**config.mk**
```make
export PLATFORM = sky130hd
export DESIGN_NAME = map_table
export DESIGN_NICKNAME = d
export VERILOG_FILES = /design/src/rename_pkg.sv /design/src/map_table.sv
export SDC_FILE = /design/constraint.sdc
export NUM_CORES = 1
export LEC_CHECK = 0
export BUFFER_PORTS_ARGS = -buffer_cell sky130_fd_sc_hd__buf_2
export CORE_ASPECT_RATIO = 0.7
export CORE_MARGIN = 1
export CORE_UTILIZATION = 53
export CTS_CLUSTER_SIZE = 40
export DETAILED_ROUTE_END_ITERATION = 8
export GPL_ROUTABILITY_DRIVEN = 1
export PLACE_DENSITY_LB_ADDON = 0.1
export SLEW_MARGIN = 20
export SYNTH_ARGS = -nofsm -noshare
export SYNTH_HDL_FRONTEND = slang
export SYNTH_SLANG_ARGS = --single-unit
export TNS_END_PERCENT = 10
```
**constraint.sdc**
```tcl
create_clock -name clock -period 4.3 [get_ports clock]
set_clock_uncertainty 0.15 [all_clocks]
set_input_delay 0.645 -clock clock [delete_from_list [all_inputs] [get_ports clock]]
set_output_delay 0.645 -clock clock [all_outputs]
set_load 0.01 [all_outputs]
```
**src/rename_pkg.sv**
```systemverilog
`default_nettype none

package rename_pkg;

  localparam int num_arch = 32;
  localparam int num_pr   = 64;
  localparam int num_fl   = num_pr - num_arch;  // Tags not mapped at reset
  localparam int num_rob  = 16;

  typedef logic [$clog2(num_arch)-1:0] arch_idx_t;
  typedef logic [$clog2(num_pr)-1:0]   pr_tag_t;
  typedef logic [$clog2(num_rob)-1:0]  rob_idx_t;
  typedef logic [$clog2(num_fl)-1:0]   fl_ptr_t;
  typedef logic [63:0]                 word_t;
  typedef logic [15:0]                 count_t;

  // Hardwired zero register, never written at commit
  localparam arch_idx_t zero_reg = 5'd31;

  typedef enum logic [1:0] {
    no_error       = 2'd0,
    halted_on_halt = 2'd1
  } error_status_t;

endpackage

`default_nettype wire

```
**src/map_table.sv**
```systemverilog
`default_nettype none

module map_table (
  input  wire                       clock,
  input  wire                       rst_n,
  input  wire                       rename_en,
  input  wire rename_pkg::arch_idx_t rename_dest,
  input  wire rename_pkg::pr_tag_t   rename_tag,
  output rename_pkg::pr_tag_t       old_tag
);

  // Speculative mapping, one tag per architectural register
  rename_pkg::pr_tag_t map_q [rename_pkg::num_arch];

  // Mapping before this cycle's rename
  assign old_tag = map_q[rename_dest];

  always_ff @(posedge clock) begin
    if (!rst_n) begin
      for (int i = 0; i < rename_pkg::num_arch; i++) begin
        map_q[i] <= rename_pkg::pr_tag_t'(i);  // Identity
      end
    end else if (rename_en) begin
      map_q[rename_dest] <= rename_tag;
    end
  end

endmodule

`default_nettype wire

```
# Yosys cells after proc, flatten, opt, wreduce, memory -nomap -nowiden
# Memory sizes are Yosys's and may differ from the RTL's.
# Cells that the tools add are included.
word_totals:
  ff_bits: 0
  latchBits: 0
  ram_bits: 192
  mem_bits_ro: 0
  in_bits: 14
  output_inout_bits: 6
  word_cells: 9
  n_memories: 1
mem_list:
  columns: ["memory", "words", "word_bits", "read_ports", "rd_clocked_by_memory_dff", "write_ports", "line_no", "text"]
  rows:
  - ["map_q", 32, 6, 1, 0, 32, "map_table.sv:13", "rename_pkg::pr_tag_t map_q [rename_pkg::num_arch];"]
classes:
  addsub: 0
  multipliers: 0
  n_div: 0
  n_lt_le_gt_ge: 0
  n_eq_ne: 0
  n_shift: 0
  muxes: 7
  n_bitwise: 0
  reduce_logical: 1
ops:
  columns: ["cell", "count"]
  rows:
  - ["$mux W6", 1]
  - ["$reduce_or A6 Y1", 1]
  - ["$mux W1", 5]
  - ["$mux W5", 1]

# Longest topological paths before layout
depth:
  depth_word: 5
  depth_mapped: 7
  depth_no_buf: 4

# Worst setup path after synthesis
# Ideal clock, no wire load.
synth_timing:
  path_kind: "input-to-output"
  from: "input port rename_dest[1]"
  to: "output port old_tag[1]"
  arrival_ps: 1862
  t_required_ps: 3505
  slack_ps: 1643
  cell_stages: 7
  n_path_buf: 3
  cell_sequence: "buf_2 -> buf_4 -> buf_2 -> mux2i_1 -> o22ai_1 -> nor4_1 -> nand2_1"
synth_via:
  elab_chain_cells: 1
synth_rtl:
  columns: ["item", "line_no", "text"]
  rows:
  - ["from (decl)", "map_table.sv:7", "input wire rename_pkg::arch_idx_t rename_dest,"]
  - ["$mem_v2 Z32 W6", null, null]
  - ["to (decl)", "map_table.sv:9", "output rename_pkg::pr_tag_t old_tag"]
# Every way passes these cells.

# Worst setup path in the final report
layout_timing:
  from: "input port rename_dest[1]"
  to: "output port old_tag[3]"
# Same word-level chain as after synthesis.

==> results.md <==
- Syn Area/Cell: 13.0 um2
- Layout filler cell count: 1291
- CP Max Fanout: 50
- Clk sinks: 192
- First-pass iteration count of the detailed router: 6
- Die Height: 112 um
- Via-to-Cell Ratio: 6.22
- Boundary Pins: 20
- Largest registers: map_q (192)
- Power share of the clock group: 0.367
- Die width: 160 um
- Status: finished clean
- Total wire length: 22.5 mm
- CTS hold repair buffers: 0
- Total number of H-tree levels: 4
- Dpl ws: 611 ps
- Flops & latches, synth: 192
- Tmin final: 3700 ps
- Final net count: a little over 700
- Largest register FFs: 192
- Synth cell types: 27
- CTS resizes: 0
- CP cell instances: buf_4, buf_12, mux2i_1, o22ai_1, nor4_1, nand2_1, buf_2
- Switching power: between 0.0009 and 0.001 W
- Via count: 5818
- Port-buffer cells: 19
- Maxcap violations: 0
- WL/cell: between 20 and 25 um
- Top-count cell post-synth: edfxtp_1
- Post-Synthesis Cells: 710
- Crit path arrival time: roughly 2900 ps
- Critical path type: in2out
- Largest stage delay, worst path: 630 ps
- RSZ-0062 raised after global routing: no
- Tcrit/Tclk final: 0.860
- Number of synthesized flops with an enable pin: 192
- Max VDD drop: 0.257 mV
- Area contributors post-synth: edfxtp_1, mux2i_1, and2_1
- Antenna Diode Count: 0
- Post-Route Utilization: 0.598
- Sequential power share: 0.553
- Tightest Pin Transition: 1000 ps
- Cell taking the most area after synthesis: edfxtp_1
- Largest Register: map_q
- Synth async-reset ratio: 0
- Slowest stage cell on the critical path: buf_4
- Slew HR: 0.325
- Total CTS buffers: 17
- Pin count of the biggest net entering global routing: 51
- GRT Overall Usage: 0.266
- Critical Path RT: 3500 ps
- Final Cell Area: 9950 um2
- Total global routing overflow: 0
- Post-synth top area share: 0.626
- Vias in the first global route: 5514
- Sequential fraction of the synthesis area: 0.626
- Final setup violation count: 0
- Element type at the critical path start: input pin
- Final worst setup slack: 601 ps
- Post-CTS setup buffer count: 0
- Comb pwr share: 0.080
- First-pass GRT wire length: 34.4 mm
- Routed Antenna Nets: 0
- Area of the mapped netlist: 9210 um2
- Drt initial violations: 631
- Slew Limit Fails: 0
- Clock transition at path regs: 70 ps
- Setup TNS: 0 ps
- Fin. Hold Viols: 0
- Area delta synth->final: 8.06%
- Internal power: 0.00304 W
- Site row count: 39
- GPL Wtd Cong: about 0.84
- CTS tree: done
- Placed Area: 9420 um2
- Ys Warns: 0
- Initial antenna violation count: 0
- Die area: 17900 um2
- Root cell of the clock tree: clkbuf_16
- Hold crit path type: in2reg
- Switching share of power: 0.233
- Pwr dens: roughly 400 nW/um2
- Layout cells sized above 1: 0.0972
- DRC violations left: 0
- Initial Utilization: 0.553
- Synth cell count leaders: edfxtp_1, and2_1, mux2i_1, or3_1, o22ai_1
- Detail Placement HPWL: 14.4 mm
- Pleak: 3.47 nW
- Syn Nets: 724
- Top_reg_cell synth: edfxtp_1
- Max clock buf depth: 2
- Fmax achieved: 270 MHz
- Critical Path End Type: output pin
- Core area: ~17000 um2
==> metal layers <==
| metal | global-route usage | vias up | wire length (um) |
|---|---|---|---|
| li1 | - | 2632 | - |
| met1 | 0.406 | 2893 | 10300 |
| met2 | 0.367 | 270 | 9770 |
| met3 | 0.0732 | 23 | 2120 |
| met4 | 0.0776 | 0 | 291 |
| met5 | 0 | - | 0 |
==> critical path: cells and delay by family <==
| family | cells | cell delay [ps] |
|---|---|---|
| buf+inv | 3 | 1110 |
| mux | 1 | 290 |
| simple gates | 2 | 640 |
| compound gates | 1 | 160 |
==> layout make-up <==
cell class	count	area, um2	share of cell area
multi-input cells	447	3120	0.313
clock buffers	18	429	0.0431
inverters	1	3.75	0.000377
clock inverters	14	100	0.0101
well taps	225	282	0.0283
repair buffers	38	253	0.0254
flip-flops and latches	192	5770	0.580
==> cell families (layout without fill, tap and decap cells) <==
logic type,count (synthesis),in the layout,synth area share
simple gates,275,275,0.186
buf+inv,71,71,0.0353
mux,96,96,0.104
flops,192,192,0.626
compound gates,76,76,0.0478
==> final timing paths <==
check	start	to	slack, ps	cells past startpoint
worst max-delay path	rename_dest[1]	old_tag[3]	600	7
worst min-delay path	rename_en	map_q[22][2]	630	3
==> layout by cell type (no fill, tap or decap), drive strengths merged <==
master	synthesis	routed
bufinv	0	1
o21ai	28	28
edfxtp	192	192
or3b	2	2
nand3	1	1
nand4bb	6	6
nor2	28	28
buf	24	38
o22ai	48	48
nand4	2	2
or4	1	1
nand2b	16	16
nand2	9	9
nor3	5	5
nand3b	2	2
mux2i	96	96
or3	70	70
nand4b	6	6
or4b	4	4
inv	1	1
clkbuf	46	18
and2	111	111
clkinv	0	11
clkinvlp	0	2
nor4	12	12
==> power by group through the flow <==
| stage | Combinational [W] | Sequential, W | Clock (W) |
|---|---|---|---|
| floorplan | 0.000203 | 0.00221 | 0 |
| global route | 0.000339 | 0.00220 | 0.00154 |
| global placement | 0.000311 | 0.00223 | 0 |
| finish | 0.000318 | 0.00219 | 0.00145 |
| detailed placement | 0.000315 | 0.00223 | 0 |
| CTS | 0.000316 | 0.00219 | 0.00146 |
==> stage by stage <==
| step | instances | hold slack, ps | power (W) |
|---|---|---|---|
| global route | 935 | 662 | 0.00408 |
| global placement | 903 | 1070 | 0.00254 |
| finish | 935 | 631 | 0.00396 |
| CTS | 935 | 643 | 0.00397 |
| floorplan | 710 | 674 | 0.00242 |
| detailed placement | 903 | 1100 | 0.00255 |
No activity file was read; power rests on OpenSTA's default activity.
