### config.mk
export PLATFORM = sky130hd
export DESIGN_NAME = free_list
export DESIGN_NICKNAME = d
export VERILOG_FILES = /design/src/rename_pkg.sv /design/src/free_list.sv
export SDC_FILE = /design/constraint.sdc
export NUM_CORES = 1
export LEC_CHECK = 0
export BUFFER_PORTS_ARGS = -buffer_cell sky130_fd_sc_hd__buf_2
export CAP_MARGIN = 20
export CORE_MARGIN = 2
export CORE_UTILIZATION = 30
export DETAILED_ROUTE_END_ITERATION = 10
export GPL_TIMING_DRIVEN = 0
export PLACE_DENSITY_LB_ADDON = 0.15
export SYNTH_ARGS = -nofsm -noshare
export SYNTH_HDL_FRONTEND = slang
export SYNTH_SLANG_ARGS = --single-unit
### constraint.sdc
create_clock -name clock -period 4.85 [get_ports clock]
set_input_delay 0.2425 -clock clock [delete_from_list [all_inputs] [get_ports clock]]
set_output_delay 0.2425 -clock clock [all_outputs]
set_load 0.05 [all_outputs]
### src/rename_pkg.sv
`default_nettype none

package rename_pkg;

  localparam int num_arch = 32;
  localparam int num_pr   = 64;
  localparam int num_fl   = num_pr - num_arch;  // Tags not mapped at reset
  localparam int num_rob  = 16;

  typedef logic [$clog2(num_arch)-1:0] arch_idx_t;
  typedef logic [$clog2(num_pr)-1:0]   pr_tag_t;
  typedef logic [$clog2(num_rob)-1:0]  rob_idx_t;
  typedef logic [$clog2(num_fl)-1:0]   fl_ptr_t;
  typedef logic [63:0]                 word_t;
  typedef logic [15:0]                 count_t;

  // Hardwired zero register, never written at commit
  localparam arch_idx_t zero_reg = 5'd31;

  typedef enum logic [1:0] {
    no_error       = 2'd0,
    halted_on_halt = 2'd1
  } error_status_t;

endpackage

`default_nettype wire

### src/free_list.sv
`default_nettype none

module free_list (
  input  wire                     clock,
  input  wire                     rst_n,
  input  wire                     alloc_en,
  input  wire                     free_en,
  input  wire rename_pkg::pr_tag_t free_tag,
  output rename_pkg::pr_tag_t     alloc_tag,
  output logic                    empty
);

  rename_pkg::pr_tag_t fl_q [rename_pkg::num_fl];
  rename_pkg::fl_ptr_t head;
  rename_pkg::fl_ptr_t tail;
  logic [$clog2(rename_pkg::num_fl):0] count;

  assign alloc_tag = fl_q[head];
  assign empty     = (count == '0);

  always_ff @(posedge clock) begin
    if (!rst_n) begin
      // Refill with every tag above the identity mapping
      for (int i = 0; i < rename_pkg::num_fl; i++) begin
        fl_q[i] <= rename_pkg::pr_tag_t'(rename_pkg::num_arch + i);
      end
    end else if (free_en) begin
      fl_q[tail] <= free_tag;
    end
  end

  always_ff @(posedge clock) begin
    if (!rst_n) begin
      head  <= '0;
      tail  <= '0;
      count <= ($clog2(rename_pkg::num_fl) + 1)'(rename_pkg::num_fl);
    end else begin
      if (alloc_en) begin
        head <= head + 1'b1;
      end
      if (free_en) begin
        tail <= tail + 1'b1;
      end
      case ({alloc_en, free_en})
        2'b10:   count <= count - 1'b1;
        2'b01:   count <= count + 1'b1;
        default: count <= count;  // Pop and push cancel
      endcase
    end
  end

endmodule

`default_nettype wire

## After elaboration in Yosys (flattened, before gate mapping)

Memory sizes are Yosys's and may differ from the RTL's. A register that Yosys moved wholly into a read port is not among the register bits.
Index checks and enable logic that the tools add are counted.
Widths: inputs -> output; s select.

| cells by class | value |
|---|---|
| bitwise logic cells | 0 |
| div/mod/pow operators | 0 |
| reduce and logical (&&, ||, !) cells | 3 |
| $add $sub $neg | 4 |
| eq/ne operators | 2 |
| multiplexer cells | 10 |
| shift-type cells | 0 |
| multiply operators | 0 |
| $lt $le $gt $ge | 0 |

Operator list:

| cell | count |
|---|---|
| $mux 5 | 3 |
| $pmux 6 s2 | 1 |
| $add 5x1->5 const B | 2 |
| $add 6x1->6 const B | 1 |
| $logic_not 6->1 | 1 |
| $mux 6 | 1 |
| $reduce_or 6->1 | 1 |
| $sub 6x1->6 const B | 1 |
| $mux 1 | 5 |
| $eq 2x1->1 const B | 1 |
| $eq 2x2->1 const B | 1 |
| $reduce_bool 2->1 | 1 |

| storage, ports and cells | value |
|---|---|
| input port bits | 10 |
| word-level logic and storage cells | 23 |
| output and inout port bits | 7 |
| memory bits (writable) | 192 |
| bits in latches | 0 |
| register bits | 16 |
| memories kept | 1 |
| bits in read-only memories | 0 |

Memories:

| memory | words | bits a word | rd ports | clocked after memory_dff | wr ports | line | source |
|---|---|---|---|---|---|---|---|
| fl_q | 32 | 6 | 1 | 1 | 32 | free_list.sv:13 | `rename_pkg::pr_tag_t fl_q [rename_pkg::num_fl];` |

## Longest topological paths before layout

| logic depth | value |
|---|---|
| depth in word-level cells | 5 |
| mapped depth | 9 |
| depth with buffers taken out | 8 |

## Worst setup path before layout

No wires, ideal clock.

| timing | value |
|---|---|
| kind | reg-to-output |
| start | reg count[0] (netlist bit) |
| end | out empty |
| path buffers | 0 |
| required time | 4608 ps |
| cell stages (with the launch flop) | 3 |
| path slack | 2694 ps |
| arrival | 1913 ps |
| cells stage by stage | dfxtp_1 or4_1 nor3_1 |

| on the way | value |
|---|---|
| longest elaborated chain between the ends | 1 |

Ends and longest elaborated chain:

| item | line | source |
|---|---|---|
| from (decl) | free_list.sv:16 | `logic [$clog2(rename_pkg::num_fl):0] count;` |
| from (signal assigned) | free_list.sv:36 | `count <= ($clog2(rename_pkg::num_fl) + 1)'(rename_pkg::num_fl);` |
| from (signal assigned) | free_list.sv:45 | `2'b10: count <= count - 1'b1;` |
| from (signal assigned) | free_list.sv:46 | `2'b01: count <= count + 1'b1;` |
| $logic_not 6->1 | free_list.sv:19 | `assign empty = (count == '0);` |
| to (decl) | free_list.sv:10 | `output logic empty` |

No other way between the ends.

==> run metrics <==
H-tree levels=1; # setup viols final=0; Max stage delay on crit path=0.65 ns; Via density=approximately 5; Ys Warns=0; DR vias=about 6500; sinks on the clock net=about 210; die area=34910 µm²; Fin. Hold Viols=0; Min-Delay Endpoint=fl_q[26][1]; syn avg cell area=12.65 µm²; GRT overflow=0; worst-case reg-to-reg path depth=4; RD Place Congestion=around 0.79; Lkg Pwr=approximately 3.4 nW; vias in the first global route=between 6000 and 7000; Post-CTS Setup Bufs=0; post-layout util=35.30%; kind of critical path=reg -> out; largest net degree at the start of global routing=14; ys flop type=edfxtp_1; drt drc=0; CTS tree=yes; CP arrival=around 3.0 ns; post-CTS sizing=0; Post-Syn Instances=between 700 and 800; number of port buffers=15; initial antenna violation count=0; Tot GR Track Use=between 10% and 20%; setup_tns=0 ns; sequential area share after synthesis=about three fifths; DRT Pass-1 Iters=6; Reg2Reg Setup Slack=2.04 ns; peak supply drop=0.2238 mV; min-delay src=free_tag[1]; most common cell after layout, fill and taps aside=edfxtp_1; number of nets in the layout=between 800 and 900; CP dominant cell by count=buf_2; EDFF count, synth=between 150 and 200; initial core utilization=a little under a third; wirelength, routed=29760 µm; Post-Syn Nets=between 800 and 900; fin crit period=between 3 and 4 ns; post-route ant nets=0; share of cells above drive strength 1=10.05%; Final Cycle Share=around two thirds; FF-to-FF Start=tail[2]; Root Buffer=clkbuf_16; wire per inst=between 20 and 25 µm; Yosys cell types=49; Clk pin slew, worst setup/hold paths=roughly 0.06 ns; RSZ-0062 raised after global routing=false; Clock Tree Buf Depth=3; status=finished clean; kind of cell with the highest combined delay on the critical path=buffers and inverters; die width=roughly 190 µm; Slew @ Worst Pin=1.095 ns; Fmax=slightly above 300 MHz; chip height=between 150 and 200 µm; drt initial violations=approximately 580; crit path buf inv count=3; final number of max-transition violations=0; CP cell instances=buf_6 > buf_2 > mux4_2 > a221oi_1 > nand3_1 > buf_2; hold path cells=2; Slew headroom=between 20% and 30%; CP endpoint kind=primary output; post-synthesis register bit count=213; clock buffer count from CTS=25; worst min-delay path class=in -> reg; DP HPWL=between 20000 and 25000 µm; Syn Std Cell Area=approximately 10000 µm²; Critical Path RT=roughly 4.6 ns; num rows=66; CP max-delay cell=a221oi_1; Hold Buf Count CTS=0; CP startpoint kind=flip-flop; total core area=between 30000 and 40000 µm²; R2R Path End=fl_q[31][1]; clock skew=0.008559 ns; area grow syn2layout=15.10%; clock latency on the worst-skew pair=between 0.5 and 0.6 ns; asr flop ratio synth=0%; io pins=17; max cap viols=0; most frequent cells in the layout=edfxtp_1 (192), nand2_1 (80), or3_1 (67); first-pass GRT wire length=approximately 44000 µm; Pwr per Cell Area=a little under 400 nW/µm²; Crit Path Max Fanout=10
cells by family after synthesis:
family,Yosys count,synth area share [%]
and+or+nand+nor,328,16.73
buffers and inverters,85,3.668
AOI/OAI and AO/OA,71,4.641
muxes,75,10.97
adders and majority gates,11,1.447
xor gates and xnor gates,10,0.8733
DFF,213,61.68
power by group:
| group | internal (mW) | switching, mW |
|---|---|---|
| combinational | 0.119 | 0.261 |
| sequential | 2.04 | 0.0252 |
| clock | 1.21 | 0.783 |
metal layers:
| layer | track usage (%) | part of all wire, % |
|---|---|---|
| met5 | 0 | 0 |
| met4 | 4.762 | 2.5 |
| met3 | 2.120 | 4.4 |
| met2 | 28.10 | 48 |
| met1 | 23.62 | 45 |
flip-flops by register name, indices dropped and copies added, names as in the netlist, named ones only:
signal,cells
head,5
tail,5
count,6
fl_q,192
layout make-up:
| cell class | instances | area, µm² |
|---|---|---|
| Sequential cell | 213 | 6186 |
| Multi-Input combinational cell | 495 | 3476 |
| Clock buffer | 28 | 678.2 |
| Antenna cell | 1 | 2.502 |
| Fill cell | 3317 | 21160 |
| Timing Repair Buffer | 17 | 90.09 |
| Buffer | 77 | 337.8 |
| Tap cell | 442 | 553.0 |
| Inverter | 8 | 30.03 |
| Clock inverter | 18 | 190.2 |
worst max-delay path by stage:
stage,depth (start not counted),start,to,slack [ns]
detailed placement,4,tail[2],fl_q[31][0],2.06
finish,6,flip-flop,alloc_tag[0],1.61
CTS,6,flip-flop,alloc_tag[0],1.59
global placement,4,tail[2],fl_q[31][0],2.09
global route,6,flip-flop,alloc_tag[0],1.49
floorplan,2,count[0],empty,2.69
metrics by stage:
stage          std cells  power (mW)  instance area [µm²]  hold slack [ns]  setup slack [ns]
3_3_place_gp        1250       2.483                10660           0.5123             2.087
5_1_grt             1298       4.586                11540          0.08804             1.492
3_5_place_dp        1252       2.487                10670           0.5090             2.061
4_1_cts             1298       4.476                11540          0.07129             1.593
6_report            1299       4.441                11540          0.08732             1.608
2_1_floorplan        793       2.352                10030           0.4218             2.694
cells in the mapped netlist, types with 4 or more instances:
cell      number  area [µm²]
edfxtp_1     192        5766
nand2_1       80       300.3
or3_1         67       419.2
clkbuf_1      61       229.0
mux2i_1       51       510.5
nor2_1        46       172.7
and2_1        37       231.5
nand3_1       32       160.2
nor3_1        29       145.1
o21ai_0       24       120.1
dfxtp_1       21       420.4
a21oi_1       13       65.06
and3_1        13       81.33
mux4_1        13       341.6
a22oi_1       12       90.09
mux4_2        11       247.7
ha_1          10       125.1
inv_1          8       30.03
xnor2_1        8       70.07
buf_2          7       35.03
a22o_1         6       52.55
a221oi_1       5       43.79
nor2b_1        5       31.28
buf_4          4       30.03
nand3b_1       4       30.03
nand4_1        4       25.02
No activity file was read; power rests on OpenSTA's default activity.
