--- src/rename_pkg.sv ---
`default_nettype none

package rename_pkg;

  localparam int num_arch = 32;
  localparam int num_pr   = 64;
  localparam int num_fl   = num_pr - num_arch;  // Tags not mapped at reset
  localparam int num_rob  = 16;

  typedef logic [$clog2(num_arch)-1:0] arch_idx_t;
  typedef logic [$clog2(num_pr)-1:0]   pr_tag_t;
  typedef logic [$clog2(num_rob)-1:0]  rob_idx_t;
  typedef logic [$clog2(num_fl)-1:0]   fl_ptr_t;
  typedef logic [63:0]                 word_t;
  typedef logic [15:0]                 count_t;

  // Hardwired zero register, never written at commit
  localparam arch_idx_t zero_reg = 5'd31;

  typedef enum logic [1:0] {
    no_error       = 2'd0,
    halted_on_halt = 2'd1
  } error_status_t;

endpackage

`default_nettype wire

--- src/rob.sv ---
`default_nettype none

module rob (
  input  wire                        clock,
  input  wire                        rst_n,
  input  wire                        alloc_en,
  input  wire rename_pkg::arch_idx_t alloc_dest,
  input  wire rename_pkg::pr_tag_t   alloc_tag,
  input  wire rename_pkg::pr_tag_t   alloc_old_tag,
  input  wire                        alloc_halt,
  input  wire                        complete_en,
  input  wire rename_pkg::rob_idx_t  complete_idx,
  output rename_pkg::rob_idx_t       tail_idx,
  output logic                       full,
  output rename_pkg::pr_tag_t        wr_tag,
  output logic                       retire_en,
  output rename_pkg::arch_idx_t      retire_dest,
  output rename_pkg::pr_tag_t        retire_tag,
  output rename_pkg::pr_tag_t        retire_old_tag,
  output logic                       retire_halt,
  output logic                       halted
);

  logic                  in_use_q [rename_pkg::num_rob];
  logic                  done_q   [rename_pkg::num_rob];
  rename_pkg::arch_idx_t dest_q   [rename_pkg::num_rob];
  rename_pkg::pr_tag_t   tag_q    [rename_pkg::num_rob];
  rename_pkg::pr_tag_t   old_q    [rename_pkg::num_rob];
  logic                  halt_q   [rename_pkg::num_rob];

  rename_pkg::rob_idx_t head;
  rename_pkg::rob_idx_t tail;
  logic [$clog2(rename_pkg::num_rob):0] count;

  assign tail_idx = tail;
  assign full     = (count == ($clog2(rename_pkg::num_rob) + 1)'(rename_pkg::num_rob));
  assign wr_tag   = tag_q[complete_idx];  // Destination of the completing slot

  // Head slot drives retirement
  assign retire_en      = in_use_q[head] && done_q[head] && !halted;
  assign retire_dest    = dest_q[head];
  assign retire_tag     = tag_q[head];
  assign retire_old_tag = old_q[head];
  assign retire_halt    = halt_q[head];

  always_ff @(posedge clock) begin
    if (alloc_en) begin
      dest_q[tail] <= alloc_dest;
      tag_q[tail]  <= alloc_tag;
      old_q[tail]  <= alloc_old_tag;
      halt_q[tail] <= alloc_halt;
    end
  end

  always_ff @(posedge clock) begin
    if (!rst_n) begin
      for (int i = 0; i < rename_pkg::num_rob; i++) begin
        in_use_q[i] <= 1'b0;
        done_q[i]   <= 1'b0;
      end
    end else begin
      if (retire_en) begin
        in_use_q[head] <= 1'b0;
      end
      if (alloc_en) begin
        in_use_q[tail] <= 1'b1;
        done_q[tail]   <= 1'b0;
      end
      if (complete_en) begin
        done_q[complete_idx] <= 1'b1;
      end
    end
  end

  always_ff @(posedge clock) begin
    if (!rst_n) begin
      head   <= '0;
      tail   <= '0;
      count  <= '0;
      halted <= 1'b0;
    end else begin
      if (alloc_en) begin
        tail <= tail + 1'b1;
      end
      if (retire_en) begin
        head <= head + 1'b1;
        if (retire_halt) begin
          halted <= 1'b1;  // Sticky until reset
        end
      end
      case ({alloc_en, retire_en})
        2'b10:   count <= count + 1'b1;
        2'b01:   count <= count - 1'b1;
        default: count <= count;
      endcase
    end
  end

endmodule

`default_nettype wire
--- config.mk ---
export PLATFORM = sky130hd
export DESIGN_NAME = rob
export DESIGN_NICKNAME = d
export VERILOG_FILES = /design/src/rename_pkg.sv /design/src/rob.sv
export SDC_FILE = /design/constraint.sdc
export NUM_CORES = 1
export LEC_CHECK = 0
export BUFFER_PORTS_ARGS = -buffer_cell sky130_fd_sc_hd__buf_4
export CAP_MARGIN = 0
export CORE_ASPECT_RATIO = 0.8
export CORE_MARGIN = 4
export CORE_UTILIZATION = 35
export CTS_BUF_LIST = sky130_fd_sc_hd__clkbuf_8
export DETAILED_ROUTE_END_ITERATION = 16
export MAX_ROUTING_LAYER = met4
export PLACE_DENSITY = 0.55
export SETUP_SLACK_MARGIN = 0.1
export SKIP_LAST_GASP = 1
export SLEW_MARGIN = 20
export SYNTH_ARGS = -nofsm -noshare
export SYNTH_HDL_FRONTEND = slang
export SYNTH_SLANG_ARGS = --single-unit
--- constraint.sdc ---
create_clock -name clock -period 4.2 [get_ports clock]
set_clock_uncertainty 0.05 [all_clocks]
set_input_delay 0.21 -clock clock [delete_from_list [all_inputs] [get_ports clock]]
set_output_delay 0.21 -clock clock [all_outputs]
set_load 0.02 [all_outputs]
# Yosys cells after proc, flatten, opt, wreduce, memory -nomap -nowiden
# Memories as Yosys holds them, arrays and structs flattened. A register that Yosys moved wholly into a read port is not among the register bits.
# Cells that the tools add are included.
[totals] ram_bits=320 n_memories=6 ff_bits=14
[classes] n_addsub=4 eq_ne=3 reduce_logical=9 muxes=36
[memory_table] name="old_q" depth=16 word_bits=6 read_ports=1 rd_clocked_by_memory_dff=1 wr=1 line_no="rob.sv:28" source="rename_pkg::pr_tag_t old_q [rename_pkg::num_rob];"
[memory_table] name="tag_q" depth=16 word_bits=6 read_ports=2 rd_clocked_by_memory_dff=1 wr=1 line_no="rob.sv:27" source="rename_pkg::pr_tag_t tag_q [rename_pkg::num_rob];"
[memory_table] name="dest_q" depth=16 word_bits=5 read_ports=1 rd_clocked_by_memory_dff=1 wr=1 line_no="rob.sv:26" source="rename_pkg::arch_idx_t dest_q [rename_pkg::num_rob];"
[memory_table] name="done_q" depth=16 word_bits=1 read_ports=1 rd_clocked_by_memory_dff=1 wr=16 line_no="rob.sv:25" source="logic done_q [rename_pkg::num_rob];"
[memory_table] name="halt_q" depth=16 word_bits=1 read_ports=1 rd_clocked_by_memory_dff=1 wr=1 line_no="rob.sv:29" source="logic halt_q [rename_pkg::num_rob];"
[memory_table] name="in_use_q" depth=16 word_bits=1 read_ports=1 rd_clocked_by_memory_dff=1 wr=16 line_no="rob.sv:24" source="logic in_use_q [rename_pkg::num_rob];"
[ops] cell="$mux W4" n=16
[ops] cell="$mux W1" n=19
[ops] cell="$pmux W5 S2" n=1
[ops] cell="$add A4 B1 Y4 const B" n=2
[ops] cell="$add A5 B1 Y5 const B" n=1
[ops] cell="$eq A5 B5 Y1 const B" n=1
[ops] cell="$sub A5 B1 Y5 const B" n=1
[ops] cell="$reduce_or A1 Y1" n=4
[ops] cell="$eq A2 B1 Y1 const B" n=1
[ops] cell="$eq A2 B2 Y1 const B" n=1
[ops] cell="$logic_and A1 B1 Y1" n=2
[ops] cell="$reduce_and A2 Y1" n=1
[ops] cell="$reduce_bool A2 Y1" n=1
[ops] cell="$logic_not A1 Y1" n=1

# Logic depth before layout (Yosys ltp)
[depth] ltp_word=7 depth_mapped=17

# Worst setup path after synthesis
# No wires, ideal clock.
[synth_timing] path_kind="reg2reg" startpoint="register with a tool-made name" endpoint="register count[4] (netlist bit)" slack_ns=0.595 required_ns=4.035 stages_incl_launch_ff=18 n_path_buf=3 arrival_ns=3.440 cell_sequence="dfxtp_1 -> buf_4 -> buf_6 -> nand3_1 -> a21oi_1 -> a2bb2oi_2 -> nand2_2 -> nor3_2 -> ha_1 -> clkbuf_1 -> xor2_1 -> ha_1 -> or3b_2 -> a21oi_1 -> o21bai_1 -> a21oi_1 -> xor2_1 -> and2_1"
[synth_lines] item="to (signal assigned)" line_no="rob.sv:92" source="2'b10: count <= count + 1'b1;"
[synth_lines] item="to (signal assigned)" line_no="rob.sv:93" source="2'b01: count <= count - 1'b1;"
[synth_lines] item="to (signal assigned)" line_no="rob.sv:94" source="default: count <= count;"
[synth_lines] item="to (decl)" line_no="rob.sv:33" source="logic [$clog2(rename_pkg::num_rob):0] count;"

==> flow_summary.yaml <==
routing:
  wl_per_cell_um: 23.7
  drtPass1Iterations: 5
  routed_wl_mm: 33.5
  drtIter0Drc: 581
  route.detailed.drc: 0
  vias: 7461
  viasPerCell: 5.27
  final_antenna_net_count: 0
global_routing:
  antenna_found_initial: 0
  grt_pass1_vias: 7680
  grt_max_degree: 59
  grtUsageTotal_pct: 15.9
  grt_overflow: 0
  grt_pass1_wl_mm: 50.0
clocking:
  cts_tree: "done"
  cts-root-buf: "clkbuf_8"
  clockBufferDepth: 3
  clock_sinks: 338
  cts_buffers: 56
  clkTransAtPathRegs_ns: 0.06
  clk_latency_ns: 0.61
  htree_levels: 2
floorplan:
  core_um2: 39500
  die_y_um: 187
  start_util_pct: 35.5
  die_x_um: 232
  ios: 57
  dieArea_um2: 43400
  rows: 65
finish:
  n_fill_cell: 3577
  regArea_um2: 9660
  layout.cells.non_filler: 1417
  drive_gt1_share_pct: 32.7
  antenna-diode-count: 0
  final_util_pct: 41.5
  num-nets-final: 876
  syn_to_final_growth_pct: 16.9
  multi_input_area_um2: 4160
yosys:
  synthTopCellsByCount: "288 x edfxtp_1, 119 x mux4_2, 50 x dfxtp_1"
  synth_nets: 756
  synth_top_area_share_pct: 61.6
  yosysMostFrequentCell: "edfxtp_1"
  seq_area_frac_synth_pct: 68.8
  synth_cells: 719
  synth_cell_types: 54
  syn_area_per_cell_um2: 19.5
  synth-edff-count: 288
  ys.warnings.count: 0
  synth-seq-cells: 338
  synth.area.top_cells: "edfxtp_1 62%, mux4_2 19%, dfxtp_1 7.1%, and2_1 1.0%, ha_1 0.98%"
  netlist_area_um2: 14000
  async_flop_share_pct: 0
  synth-main-ff-cell: "edfxtp_1"
  yosysTopAreaCell: "edfxtp_1"
setup_path:
  crit_arrival_ns: 3.92
  cp_cell_sequence: "inv_2 -> a311o_1 -> a211oi_4 -> nor3_2 -> buf_4 -> ha_1 -> xor2_1 -> ha_1 -> or3b_2 -> a21oi_1 -> o21bai_1 -> a21oi_1 -> xor2_1 -> and2_1"
  endpoint_kind: "flip-flop"
  slowest_delay_ns: 0.63
  cp-start-kind: "flip-flop"
  cp.required_ns: 4.66
  worstSetupPathType: "reg -> reg"
  crit_path_top_delay_cell: "dfxtp_4"
  critPathMaxFanout: 33
sta:
  maxSlewViolCount: 0
  worstMarginPinSlew_ns: 0.948
  setup-violations-final: 0
  period_needed_ns: 3.46
  max_freq_ghz: 0.289
  max_slew_margin_pct: 36.8
  period_share_pct: 82.4
  tns_ns: 0
  rsz0062_at_grt: "no"
  hold_violations: 0
outcome:
  status: "finished clean"
job:
  cap_violations: 0
hold_path:
  hp-class: "in -> reg"
placed_design:
  numPortBuffers: 56
  gp_congestion: 0.748
  dp_cells: 1296
  hpwlAfterDp_mm: 18.9
power:
  ir_drop_uv: 222
  p_per_area_nw_per_um2: 413
  power.leakage_uw: 0.00528
## metal layers
metal | GRT usage (%) | up-vias | wire length, um
met4 | 3.63 | 0 | 537
met3 | 3.14 | 49 | 2210
met2 | 23.2 | 264 | 15200
met1 | 23.2 | 3903 | 15600
li1 | - | 3245 | -
met5 | - | - | 0
## critical path: cells and delay by family, from the launching register on
family	cells	cell delay, ns
compound gates	5	1.01
xor+xnor	2	0.26
fa+ha+maj	2	0.51
buf+inv	2	0.25
flops	1	0.63
simple gates	3	0.65
## report_power, final
group / internal, uW / total [uW] / switching (uW)
combinational: 146 / 335 / 189
clock: 1420 / 2740 / 1310
sequential: 3680 / 3710 / 20.3
## registers in the layout, indices dropped and copies added, names as in the netlist, named ones only
register and cells:
halt_q 16, dest_q 80, tag_q 96, done_q 16, tail_idx 4, count 5, halted 1, in_use_q 16
head 4, old_q 96
## worst paths after layout
check,from,endpoint,slack (ns),depth (start not counted)
worst min-delay path,rst_n,in_use_q[14],0.05,3
worst max register to register,flip-flop,count[4],0.74,14
worst min register to register,in_use_q[12],in_use_q[12],0.40,2
worst max-delay path,flip-flop,count[4],0.74,14
## cell usage in the layout, fill, tap and decap left out, types with 7 or more instances in the layout
cell / instances
nand2b_1: 9
mux2i_1: 7
o22ai_1: 13
dfxtp_1: 46
inv_1: 26
dlygate4sd3_1: 21
mux4_2: 119
buf_4: 82
and2_1: 22
clkinv_2: 8
nor2_1: 8
nor4_1: 8
edfxtp_1: 288
o21a_1: 7
nand2_1: 36
clkbuf_8: 62
ha_1: 11
## what timing repair did
item	in CTS	in global routing
endpoints found under the hold margin	303	0
setup buffers	0	0
resized for setup	0	0
hold buffers	21	0
## metrics by stage
step	total power, uW	setup slack, ns	hold WS (ns)	instance area [um^2]
detailed placement	4100	0.703	0.396	15100
global route	7050	0.436	0.0581	16400
floorplan	3950	0.595	0.259	14000
CTS	6870	0.698	0.0146	16400
finish	6780	0.737	0.0520	16400
global placement	4100	0.765	0.393	15100
## cell type report
cell class | instances | area share (%)
clock buffers | 62 | 5.20
clock inverters | 38 | 1.24
inverters | 7 | 0.160
multi-input cells | 333 | 25.4
flip-flops and latches | 338 | 58.9
well taps | 536 | 4.09
repair buffers | 103 | 5.04
## logic make-up after synthesis
logic type      Yosys count  share of synthesized area (%)
fa+ha+maj                11                          0.981
flops                   338                           68.8
compound gates           64                           3.53
mux                     126                           19.6
buf+inv                  48                           1.60
simple gates            123                           4.95
xor+xnor                  9                          0.562
No activity file was read; power rests on OpenSTA's default activity.
